$ cat config.mk
export PLATFORM = sky130hd
export DESIGN_NAME = rp_top
export DESIGN_NICKNAME = d
export VERILOG_FILES = /design/src/rp_sig_pkg.sv /design/src/rp_bus_pkg.sv /design/src/rp_adc_frontend.sv /design/src/rp_sig_gen.sv /design/src/rp_p_ctrl.sv /design/src/rp_dac_mixer.sv /design/src/rp_regs.sv /design/src/rp_top.sv
export SDC_FILE = /design/constraint.sdc
export NUM_CORES = 2
export LEC_CHECK = 0
export BUFFER_PORTS_ARGS = -buffer_cell sky130_fd_sc_hd__buf_4
export CAP_MARGIN = 5
export CORE_UTILIZATION = 55
export DETAILED_ROUTE_END_ITERATION = 6
export GPL_TIMING_DRIVEN = 0
export MAX_ROUTING_LAYER = met4
export PLACE_DENSITY = 0.77
export SLEW_MARGIN = 20
export SYNTH_ARGS = -nofsm -noshare
export SYNTH_HDL_FRONTEND = slang
export SYNTH_SLANG_ARGS = --single-unit
$ cat constraint.sdc
create_clock -name adc_clk -period 8.2 [get_ports adc_clk]
set_clock_uncertainty 0.05 [all_clocks]
set_input_delay 1.64 -clock adc_clk [delete_from_list [all_inputs] [get_ports adc_clk]]
set_output_delay 1.64 -clock adc_clk [all_outputs]
set_load 0.05 [all_outputs]
$ cat src/rp_sig_pkg.sv
`default_nettype none

package rp_sig_pkg;

  ////////////////////////////////////////////////////////////
  // Sample widths
  ////////////////////////////////////////////////////////////

  localparam int ADC_W = 16;           // ADC word
  localparam int DAC_W = 14;           // DAC word
  localparam int SAT_W = 2*ADC_W + 1;  // Widest value ever saturated (error x gain)

  typedef logic        [ADC_W-1:0] adc_raw_t;   // Raw ADC, unsigned negative slope
  typedef logic signed [ADC_W-1:0] adc_smp_t;   // ADC sample, two's complement
  typedef logic signed [DAC_W-1:0] dac_smp_t;   // Signed DAC range
  typedef logic        [DAC_W-1:0] dac_code_t;  // DAC code, negative slope

  // Signed DAC limits at saturation width
  localparam logic signed [SAT_W-1:0] DAC_MAX = 2**(DAC_W-1) - 1;
  localparam logic signed [SAT_W-1:0] DAC_MIN = -(2**(DAC_W-1));

  ////////////////////////////////////////////////////////////
  // Clamp to DAC range
  ////////////////////////////////////////////////////////////

  // Narrower signed inputs arrive sign extended
  function automatic dac_smp_t sat_dac(input logic signed [SAT_W-1:0] x);
    if (x > DAC_MAX)
      return DAC_MAX[DAC_W-1:0];  // Positive rail
    else if (x < DAC_MIN)
      return DAC_MIN[DAC_W-1:0];  // Negative rail
    return x[DAC_W-1:0];
  endfunction

endpackage

`default_nettype wire

$ cat src/rp_bus_pkg.sv
`default_nettype none

package rp_bus_pkg;

  ////////////////////////////////////////////////////////////
  // Wishbone classic
  ////////////////////////////////////////////////////////////

  localparam int WB_AW = 4;   // Word address
  localparam int WB_DW = 32;

  typedef struct packed {
    logic             cyc;
    logic             stb;
    logic             we;
    logic [WB_AW-1:0] adr;
    logic [WB_DW-1:0] dat;  // Write data
  } wb_req_t;

  typedef struct packed {
    logic             ack;
    logic             err;  // Unmapped address
    logic [WB_DW-1:0] dat;  // Read data
  } wb_rsp_t;

  // Register map, word addresses
  localparam int unsigned REG_CTRL      = 0;
  localparam int unsigned REG_CH_BASE   = 4;  // First channel block
  localparam int unsigned REG_CH_STRIDE = 4;  // Words per channel
  localparam int unsigned OFS_GEN_LEVEL = 0;
  localparam int unsigned OFS_GEN_STEP  = 1;
  localparam int unsigned OFS_PID_SP    = 2;
  localparam int unsigned OFS_PID_KP    = 3;

  typedef struct packed {
    logic digital_loop;  // DAC feeds ADC path
  } ctrl_t;

  typedef struct packed {
    rp_sig_pkg::dac_smp_t gen_level;  // Generator offset
    rp_sig_pkg::dac_smp_t gen_step;   // Ramp increment per cycle
    rp_sig_pkg::adc_smp_t pid_sp;     // Setpoint
    logic signed [15:0]   pid_kp;     // Proportional gain
  } ch_cfg_t;

endpackage

`default_nettype wire

$ cat src/rp_adc_frontend.sv
`timescale 1ns/100ps
`default_nettype none

module rp_adc_frontend #(
  parameter int NUM_CH = 2
)(
  input  wire                                    adc_clk,
  input  wire                                    rst_n_i,
  input  rp_sig_pkg::adc_raw_t  [NUM_CH-1:0]     adc_raw_i,   // From ADC pins
  input  rp_sig_pkg::dac_smp_t  [NUM_CH-1:0]     loop_smp_i,  // Mixer sums
  input  rp_bus_pkg::ctrl_t                      ctrl_i,
  output rp_sig_pkg::adc_smp_t  [NUM_CH-1:0]     adc_smp_o
);

  for (genvar i = 0; i < NUM_CH; i++) begin : g_ch
    logic signed [rp_sig_pkg::DAC_W-1:0] loop_smp;
    logic signed [rp_sig_pkg::ADC_W-1:0] loop_ext;  // Sign extended loopback
    rp_sig_pkg::adc_raw_t                raw;

    assign loop_smp = loop_smp_i[i];
    assign loop_ext = loop_smp;
    assign raw      = adc_raw_i[i];

    // Negative slope to two's complement, keep MSB and flip the rest
    always_ff @(posedge adc_clk) begin
      if (!rst_n_i)
        adc_smp_o[i] <= '0;
      else if (ctrl_i.digital_loop)
        adc_smp_o[i] <= loop_ext;
      else
        adc_smp_o[i] <= {raw[rp_sig_pkg::ADC_W-1], ~raw[rp_sig_pkg::ADC_W-2:0]};
    end
  end

endmodule

`default_nettype wire

$ cat src/rp_sig_gen.sv
`timescale 1ns/100ps
`default_nettype none

module rp_sig_gen #(
  parameter int NUM_CH = 2
)(
  input  wire                                adc_clk,
  input  wire                                rst_n_i,
  input  rp_sig_pkg::dac_smp_t [NUM_CH-1:0]  level_i,   // DC level
  input  rp_sig_pkg::dac_smp_t [NUM_CH-1:0]  step_i,    // Ramp slope
  output rp_sig_pkg::dac_smp_t [NUM_CH-1:0]  gen_smp_o
);

  for (genvar i = 0; i < NUM_CH; i++) begin : g_ch
    rp_sig_pkg::dac_smp_t acc_q;  // Phase accumulator

    ////////////////////////////////////////////////////////////
    // Ramp plus level, both wrap in 14 bits
    ////////////////////////////////////////////////////////////

    always_ff @(posedge adc_clk) begin
      if (!rst_n_i) begin
        acc_q        <= '0;
        gen_smp_o[i] <= '0;
      end else begin
        acc_q        <= acc_q + step_i[i];    // Free running, wraps
        gen_smp_o[i] <= level_i[i] + acc_q;   // Step 0 gives flat level
      end
    end
  end

endmodule

`default_nettype wire

$ cat src/rp_p_ctrl.sv
`timescale 1ns/100ps
`default_nettype none

module rp_p_ctrl #(
  parameter int NUM_CH   = 2,
  parameter int KP_SHIFT = 8   // Gain scaling, kp/2^KP_SHIFT
)(
  input  wire                                  adc_clk,
  input  wire                                  rst_n_i,
  input  rp_sig_pkg::adc_smp_t [NUM_CH-1:0]    adc_smp_i,  // Measured
  input  rp_sig_pkg::adc_smp_t [NUM_CH-1:0]    sp_i,       // Setpoint
  input  logic [NUM_CH-1:0][15:0]              kp_i,       // Signed gain per channel
  output rp_sig_pkg::dac_smp_t [NUM_CH-1:0]    ctl_smp_o
);

  localparam int ERR_W = rp_sig_pkg::ADC_W + 1;

  for (genvar i = 0; i < NUM_CH; i++) begin : g_ch
    logic signed [rp_sig_pkg::ADC_W-1:0] sp;
    logic signed [rp_sig_pkg::ADC_W-1:0] smp;
    logic signed [15:0]                  kp;
    logic signed [ERR_W-1:0]             err_d;
    logic signed [ERR_W-1:0]             err_q;   // Stage one
    logic signed [rp_sig_pkg::SAT_W-1:0] prod;    // err x kp, full width
    logic signed [rp_sig_pkg::SAT_W-1:0] scaled;

    assign sp     = sp_i[i];
    assign smp    = adc_smp_i[i];
    assign kp     = kp_i[i];
    assign err_d  = sp - smp;         // 17 bits, no overflow
    assign prod   = err_q * kp;
    assign scaled = prod >>> KP_SHIFT;  // Arithmetic, keeps sign

    ////////////////////////////////////////////////////////////
    // Two register stages
    ////////////////////////////////////////////////////////////

    always_ff @(posedge adc_clk) begin
      if (!rst_n_i) begin
        err_q        <= '0;
        ctl_smp_o[i] <= '0;
      end else begin
        err_q        <= err_d;
        ctl_smp_o[i] <= rp_sig_pkg::sat_dac(scaled);  // Clamp to 14 bits
      end
    end
  end

endmodule

`default_nettype wire

$ cat src/rp_dac_mixer.sv
`timescale 1ns/100ps
`default_nettype none

module rp_dac_mixer #(
  parameter int NUM_CH = 2
)(
  input  wire                                 adc_clk,
  input  wire                                 rst_n_i,
  input  rp_sig_pkg::dac_smp_t  [NUM_CH-1:0]  gen_smp_i,
  input  rp_sig_pkg::dac_smp_t  [NUM_CH-1:0]  ctl_smp_i,
  output rp_sig_pkg::dac_smp_t  [NUM_CH-1:0]  mix_smp_o,   // Back to ADC frontend
  output rp_sig_pkg::dac_code_t [NUM_CH-1:0]  dac_code_o
);

  localparam int W = rp_sig_pkg::DAC_W;

  for (genvar i = 0; i < NUM_CH; i++) begin : g_ch
    logic signed [W-1:0] gen;
    logic signed [W-1:0] ctl;
    logic signed [W:0]   sum;     // One guard bit
    logic signed [W-1:0] mix_q;

    assign gen = gen_smp_i[i];
    assign ctl = ctl_smp_i[i];
    assign sum = gen + ctl;

    always_ff @(posedge adc_clk) begin
      if (!rst_n_i)
        mix_q <= '0;  // Code reads 1FFF
      else
        mix_q <= rp_sig_pkg::sat_dac(sum);
    end

    assign mix_smp_o[i]  = mix_q;
    assign dac_code_o[i] = {mix_q[W-1], ~mix_q[W-2:0]};  // Negative slope code
  end

endmodule

`default_nettype wire

$ cat src/rp_regs.sv
`timescale 1ns/100ps
`default_nettype none

module rp_regs #(
  parameter int NUM_CH = 2
)(
  input  wire                                  adc_clk,
  input  wire                                  rst_n_i,
  input  rp_bus_pkg::wb_req_t                  wb_i,
  output rp_bus_pkg::wb_rsp_t                  wb_o,
  output rp_bus_pkg::ctrl_t                    ctrl_o,
  output rp_bus_pkg::ch_cfg_t [NUM_CH-1:0]     ch_cfg_o
);

  localparam int DW     = rp_bus_pkg::WB_DW;
  localparam int CH_END = rp_bus_pkg::REG_CH_BASE + NUM_CH * rp_bus_pkg::REG_CH_STRIDE;

  rp_bus_pkg::ctrl_t                ctrl_q;
  rp_bus_pkg::ch_cfg_t [NUM_CH-1:0] cfg_q;
  rp_bus_pkg::wb_rsp_t              rsp_q;
  logic                             req_new;   // First cycle of a transfer
  logic                             ctrl_hit;
  logic                             ch_hit;
  int unsigned                      ch_ofs;    // Word offset inside channel area
  int unsigned                      ch_idx;
  int unsigned                      fld;
  logic [DW-1:0]                    rd_dat;

  // Read value sign extended to bus width
  function automatic logic [DW-1:0] sext(input logic signed [15:0] v);
    return {{(DW-16){v[15]}}, v};
  endfunction

  ////////////////////////////////////////////////////////////
  // Address decode
  ////////////////////////////////////////////////////////////

  assign req_new  = wb_i.cyc & wb_i.stb & ~rsp_q.ack & ~rsp_q.err;  // Gap after each pulse
  assign ctrl_hit = (wb_i.adr == rp_bus_pkg::REG_CTRL);
  assign ch_hit   = (wb_i.adr >= rp_bus_pkg::REG_CH_BASE) && (wb_i.adr < CH_END);
  assign ch_ofs   = wb_i.adr - rp_bus_pkg::REG_CH_BASE;
  assign ch_idx   = ch_ofs / rp_bus_pkg::REG_CH_STRIDE;
  assign fld      = ch_ofs % rp_bus_pkg::REG_CH_STRIDE;

  always_comb begin
    rd_dat = '0;  // Also the data returned with err
    if (ctrl_hit) begin
      rd_dat[0] = ctrl_q.digital_loop;
    end else if (ch_hit) begin
      case (fld)
        rp_bus_pkg::OFS_GEN_LEVEL: rd_dat = sext(cfg_q[ch_idx].gen_level);
        rp_bus_pkg::OFS_GEN_STEP:  rd_dat = sext(cfg_q[ch_idx].gen_step);
        rp_bus_pkg::OFS_PID_SP:    rd_dat = sext(cfg_q[ch_idx].pid_sp);
        default:                   rd_dat = sext(cfg_q[ch_idx].pid_kp);
      endcase
    end
  end

  ////////////////////////////////////////////////////////////
  // Registers and response
  ////////////////////////////////////////////////////////////

  always_ff @(posedge adc_clk) begin
    if (!rst_n_i) begin
      ctrl_q <= '0;
      cfg_q  <= '0;
      rsp_q  <= '0;
    end else begin
      rsp_q.ack <= req_new & (ctrl_hit | ch_hit);
      rsp_q.err <= req_new & ~(ctrl_hit | ch_hit);  // Unmapped, nothing written
      rsp_q.dat <= rd_dat;
      if (req_new && wb_i.we && ctrl_hit)
        ctrl_q.digital_loop <= wb_i.dat[0];
      if (req_new && wb_i.we && ch_hit) begin
        case (fld)  // Low bits of the bus word
          rp_bus_pkg::OFS_GEN_LEVEL:
            cfg_q[ch_idx].gen_level <= wb_i.dat[rp_sig_pkg::DAC_W-1:0];
          rp_bus_pkg::OFS_GEN_STEP:
            cfg_q[ch_idx].gen_step  <= wb_i.dat[rp_sig_pkg::DAC_W-1:0];
          rp_bus_pkg::OFS_PID_SP:
            cfg_q[ch_idx].pid_sp    <= wb_i.dat[rp_sig_pkg::ADC_W-1:0];
          default:
            cfg_q[ch_idx].pid_kp    <= wb_i.dat[15:0];
        endcase
      end
    end
  end

  assign wb_o     = rsp_q;
  assign ctrl_o   = ctrl_q;
  assign ch_cfg_o = cfg_q;

endmodule

`default_nettype wire

$ cat src/rp_top.sv
`timescale 1ns/100ps
`default_nettype none

module rp_top #(
  parameter int NUM_CH   = 2,
  parameter int KP_SHIFT = 8
)(
  input  wire                                  adc_clk,
  input  wire                                  rst_n_i,   // Synchronous
  input  rp_sig_pkg::adc_raw_t  [NUM_CH-1:0]   adc_dat_i,
  output rp_sig_pkg::dac_code_t [NUM_CH-1:0]   dac_dat_o,
  input  rp_bus_pkg::wb_req_t                  wb_i,
  output rp_bus_pkg::wb_rsp_t                  wb_o
);

  rp_bus_pkg::ctrl_t                 ctrl;
  rp_bus_pkg::ch_cfg_t  [NUM_CH-1:0] ch_cfg;
  rp_sig_pkg::dac_smp_t [NUM_CH-1:0] gen_level;
  rp_sig_pkg::dac_smp_t [NUM_CH-1:0] gen_step;
  rp_sig_pkg::adc_smp_t [NUM_CH-1:0] pid_sp;
  logic [NUM_CH-1:0][15:0]           pid_kp;
  rp_sig_pkg::adc_smp_t [NUM_CH-1:0] adc_smp;   // Two's complement ADC
  rp_sig_pkg::dac_smp_t [NUM_CH-1:0] gen_smp;   // Generator out
  rp_sig_pkg::dac_smp_t [NUM_CH-1:0] ctl_smp;   // Controller out
  rp_sig_pkg::dac_smp_t [NUM_CH-1:0] mix_smp;   // Loopback source

  // Split channel config into per-block arrays
  for (genvar i = 0; i < NUM_CH; i++) begin : g_cfg
    assign gen_level[i] = ch_cfg[i].gen_level;
    assign gen_step[i]  = ch_cfg[i].gen_step;
    assign pid_sp[i]    = ch_cfg[i].pid_sp;
    assign pid_kp[i]    = ch_cfg[i].pid_kp;
  end

  ////////////////////////////////////////////////////////////
  // Register block and signal path
  ////////////////////////////////////////////////////////////

  rp_regs #(.NUM_CH(NUM_CH)) rp_regs_inst (
    .adc_clk (adc_clk), .rst_n_i (rst_n_i),
    .wb_i    (wb_i),    .wb_o    (wb_o),
    .ctrl_o  (ctrl),    .ch_cfg_o (ch_cfg)
  );

  rp_adc_frontend #(.NUM_CH(NUM_CH)) rp_adc_frontend_inst (
    .adc_clk   (adc_clk),   .rst_n_i    (rst_n_i),
    .adc_raw_i (adc_dat_i), .loop_smp_i (mix_smp),
    .ctrl_i    (ctrl),      .adc_smp_o  (adc_smp)
  );

  rp_sig_gen #(.NUM_CH(NUM_CH)) rp_sig_gen_inst (
    .adc_clk (adc_clk),   .rst_n_i (rst_n_i),
    .level_i (gen_level), .step_i  (gen_step),
    .gen_smp_o (gen_smp)
  );

  rp_p_ctrl #(.NUM_CH(NUM_CH), .KP_SHIFT(KP_SHIFT)) rp_p_ctrl_inst (
    .adc_clk   (adc_clk), .rst_n_i (rst_n_i),
    .adc_smp_i (adc_smp), .sp_i    (pid_sp),
    .kp_i      (pid_kp),  .ctl_smp_o (ctl_smp)
  );

  rp_dac_mixer #(.NUM_CH(NUM_CH)) rp_dac_mixer_inst (
    .adc_clk   (adc_clk), .rst_n_i   (rst_n_i),
    .gen_smp_i (gen_smp), .ctl_smp_i (ctl_smp),
    .mix_smp_o (mix_smp), .dac_code_o (dac_dat_o)
  );

endmodule

`default_nettype wire

# Word level (Yosys, flattened, before mapping)
# Cells that the tools add are included.
# classes
order_cmp	12
n_shift	0
mux	44
reduce_logical	8
add_sub_neg	9
eq_ne	2
div	0
bitwise	15
multipliers	2
# ops
operator	count
bitwise mux 120 bit	4
one-hot mux 120 bit (3 select lines)	1
demux 60 bit (select 1 bit)	4
two-way mux 60 bit	3
two-way mux 14 bit	12
one-hot mux 32 bit (3 select lines)	1
multiplier 17 x 16 -> 33 bit	2
adder 14 bit	4
greater-than comparator 25 x 14 -> 1 bit, second input constant	2
< comparator 25 x 14 -> 1 bit, second input constant	2
two-way mux 16 bit	3
two-way mux 46 bit	1
subtractor 16 x 16 -> 17 bit	2
logical NOT 32 bit	1
two-way mux 32 bit	1
adder 14 x 14 -> 15 bit	2
greater-or-equal comparator 30 x 1 -> 1 bit, second input constant	1
greater-than comparator 15 x 14 -> 1 bit, second input constant	2
< comparator 15 x 14 -> 1 bit, second input constant	2
< comparator 30 x 2 -> 1 bit, second input constant	1
NOT 15 bit	2
NOT 13 bit	2
two-way mux 1 bit	14
bitwise AND 1 bit	5
other kinds (10)	18
# word_totals
elab_cells	117
in_bits	73
reg_bits	333
latchBits	0
mem_bits_ro	0
n_memories	0
ram_bits	0
output_inout_bits	62

# Longest topological paths before layout
# logic_depth
depth_word	7
mapped_depth	29

# By module
# A second synthesis with hierarchy kept.
# unflattened
cells_unflattened	4206
area_unflattened_um2	37977.7
# modules_own_cells
mod	area_per_inst_um2	instances	cells_each	seq_area_each_um2
rp_p_ctrl	23986.8	1	2707	1241.2
rp_regs	6261.0	1	581	2782.7
rp_sig_gen	3973.8	1	468	1121.1
rp_dac_mixer	2528.7	1	317	560.5
rp_adc_frontend	1227.4	1	133	640.6

# Least setup slack after synthesis
# No wires, ideal clock.
# synth_timing
path_kind	register to register
start	register with a tool-made name
end	register rp_p_ctrl_inst.ctl_smp_o[10] (netlist name)
setup_slack_ps	1282
path_buffers	3
setup_time_ps	140
stages_incl_launch_ff	25
t_arrival_ps	6728
path_cell_list	dfxtp_1 clkbuf_1 clkbuf_1 nand2_1 inv_1 fa_1 fa_1 fa_1 fa_1 fa_1 inv_1 fa_1 inv_1 ha_1 a21o_1 a21o_1 a21oi_1 and3_1 and3_1 o31ai_1 a31oi_1 xor2_1 a31oi_1 buf_2 o21ai_0
# synth_lines
element	line_no	source
end signal, assigned by index	rp_p_ctrl.sv:44	ctl_smp_o[i] <= rp_sig_pkg::sat_dac(scaled);
end, declared	rp_p_ctrl.sv:13	output rp_sig_pkg::dac_smp_t [NUM_CH-1:0] ctl_smp_o

==> summary.md <==
| Metric | Value |
|---|---|
| Status | complete, no violations |
| Sink Count | 317 |
| DP HPWL | 81200 um |
| PwrDens | 91.4 nW/um^2 |
| Core Rows | 93 |
| Global route overflow | 0 |
| Die footprint | 66300 um^2 |
| Die Width | 257 um |
| Area grow syn2layout | 7.96% |
| Final Cell Area | 38700 um^2 |
| Worst setup margin | 0.344 ns |
| Final Cycle Share | 95.8% |
| CP Capture Type | flop |
| IO Port Bufs | 103 |
| Synth area leader | fa_1 |
| DRC viols | 0 |
| GPL Wtd Cong | 0.997 |
| Ys Warns | 0 |
| Post-Syn Area per Cell | 8.87 um^2 |
| Root buf cell | clkbuf_16 |
| Worst Path Buf+Inv | 3 |
| Crit Path Max Fanout | 10 |
| Average wire per standard cell | 20.1 um |
| Top cell type's share of synthesized area | 31.1% |
| CTS max path bufs | 3 |
| Post-layout util | 60.1% |
| Flops & latches, synth | 317 |
| Detail Route Antenna Nets | 0 |
| TritonCTS Buffers | 29 |
| Relative slew slack | 23.6% |
| First-pass GRT wire length | 160000 um |
| Worst-path clk slew | 0.07 ns |
| Post-Synthesis Cell Area | 35900 um^2 |
| Post-synth ARST share | 0% |
| Fin nets | 5067 |
| Largest net degree at the start of global routing | 18 |
| Routed via count | 28300 |
| Slowest CP cell | fa_2 |
| Syn Inst Count | 4045 |
| Vias in the first global route | 29400 |
| Die Y | 257 um |
| Share of cells above drive strength 1 | 6.75% |
| VDD IR max | 0.000172 V |
| Leakage | 18.5 nW |
| Max-Cap Viols | 0 |
| Clock Latency Late Sink | 0.60 ns |
| Hold_ws | 0.440 ns |
| Fin. max-slew vios | 0 |
| Top delay family on crit path | adder cells |
| Post-synthesis sequential area ratio | 17.7% |
| Post-synth EDFFs | 0 |
| Setup Crit Path Kind | flop to flop |
| WP data required | 8.67 ns |
| Fin Setup TNS | 0 ns |
| Postcts setup bufs | 0 |
| DRT iter0 DRCs | 2766 |
| Io pins | 135 |
| Top post-synthesis cells by count | inv_1 (770), fa_1 (558), nand2_1 (464), dfxtp_1 (317), ha_1 (277) |
| Period minus WS final | 7.86 ns |
| Core Area | 64500 um^2 |
| Setup-violating endpoint count in the final report | 0 |
| Total wire length | 101000 um |
| Via density | 5.63 |
| DP Area | 37700 um^2 |
| Fmax | 127 MHz |
| Crit start category | flop |
| CTS tree | done |
| Top post-synthesis cells by area | fa_1 (31%), dfxtp_1 (18%), ha_1 (9.7%) |
| Ant diodes | 0 |
| H-Tree Depth | 1 |
| Most common cell in the synthesized netlist | inv_1 |
| RSZ-0062 raised after global routing | false |
| First-pass iteration count of the detailed router | 6 |
| Initial antenna violation count | 0 |
| Cell-by-cell trace of the critical path | clkbuf_1, nand2_1, inv_1, fa_1, fa_2, fa_1, fa_1, fa_1, fa_1, ha_1, a21oi_1, o21ai_0, nor3_1, a311o_1, a21oi_1, xnor2_1, nand2_1, a31oi_1, clkbuf_1, o21bai_1 |
| Crit path arrival time | 8.32 ns |
| Place WS | -0.205 ns |
| Final Hold Fails | 0 |
| Fillers | 5610 |
| GRT Resource Usage Total | 32.2% |
| Synth cell types | 69 |
| Initial Utilization | 55.7% |
| Most used cell, CP | fa_1 |
| CP peak stage delay | 0.75 ns |
| Syn Nets | 4953 |
| Slew @ Worst Pin | 1.15 ns |
| Type of the most critical hold path | flop to flop |
| Post-synth top flop | dfxtp_1 |
-- power by group --
group	switching (W)	leakage [nW]	internal [W]
combinational	0.000293	15.4	0.000132
sequential	0.0000636	2.59	0.00158
clock	0.000636	0.488	0.000832
-- cell type report --
cell class	instances	area (um^2)	area share, %
clock buffers	39	823	2.12
multi-input cells	2765	25900	66.8
clock inverters	12	186	0.481
inverters	770	2890	7.46
well taps	855	1070	2.76
flip-flops and latches	317	6370	16.4
repair buffers	103	773	2.00
plain buffers	173	767	1.98
-- worst paths after layout --
| check | from | end | slack (ns) | cells past startpoint |
|---|---|---|---|---|
| max | flop | rp_p_ctrl_inst.ctl_smp_o[24] | 0.34 | 20 |
| min reg2reg | rp_dac_mixer_inst.g_ch[1].mix_q[6] | rp_adc_frontend_inst.adc_smp_o[22] | 0.44 | 2 |
| max reg2reg | flop | rp_p_ctrl_inst.ctl_smp_o[24] | 0.34 | 20 |
| min | rp_dac_mixer_inst.g_ch[1].mix_q[6] | rp_adc_frontend_inst.adc_smp_o[22] | 0.44 | 2 |
-- cell families after synthesis --
family / share of synthesized area (%)
and+or+nand+nor: 15.9
buffers and inverters: 10.3
adders and majority gates: 40.8
AOI/OAI and AO/OA: 8.33
DFF: 17.7
xor gates and xnor gates: 3.22
muxes: 3.82
-- timing repair --
item / CTS / global route
gates cloned: 0 / 0
gates resized for setup: 9 / 69
endpoints found under the hold margin: 0 / 0
hold buffers: 0 / 0
endpoints found under the setup margin: 10 / 26
-- per-layer routing --
metal  wire length (um)  up-vias  part of all wire, %  global-route usage [%]
met5                  0        -                    0                       -
met4               4750        0                  4.7                    13.0
met3               9190      268                  9.1                    4.39
met2              47000     1374                   46                    50.9
met1              40400    13900                   40                    41.8
li1                   -    12800                    -                       -
-- worst register-to-register path, delay by kind of cell (launching register included) --
family | cells | cell delay [ns]
flip-flops | 1 | 0.64
XOR/XNOR | 1 | 0.51
adder cells (fa/ha/maj) | 7 | 3.53
AND/OR/NAND/NOR | 3 | 0.69
buffers and inverters | 3 | 0.88
AO/OA/AOI/OAI | 6 | 1.47
-- per-stage QoR --
step           cells  power, W
6_report        5034   0.00354
4_1_cts         5048   0.00352
3_5_place_dp    5003   0.00209
2_1_floorplan   4045   0.00191
5_1_grt         5034   0.00362
3_3_place_gp    5003   0.00209
-- cell usage in the layout (no fill, tap or decap), drive strengths merged, types with 5 or more instances in the layout --
| cell | count |
|---|---|
| or2 | 18 |
| clkbuf | 178 |
| o21bai | 25 |
| nor4 | 5 |
| nor2b | 22 |
| xnor2 | 80 |
| o21a | 25 |
| nand2b | 35 |
| nand3 | 27 |
| nand2 | 464 |
| nand3b | 5 |
| nand4 | 11 |
| a31oi | 14 |
| fa | 558 |
| xor2 | 52 |
| and3 | 18 |
| and2 | 258 |
| mux2i | 74 |
| a21o | 26 |
| nor2 | 247 |
| a21oi | 209 |
| o31ai | 17 |
| inv | 771 |
| or3 | 14 |
| dfxtp | 317 |
| nor3b | 14 |
| mux4 | 26 |
| buf | 137 |
| nor3 | 62 |
| o21ai | 89 |
| o211ai | 11 |
| a21boi | 20 |
| ha | 277 |
(Power assumes the default switching activity.)
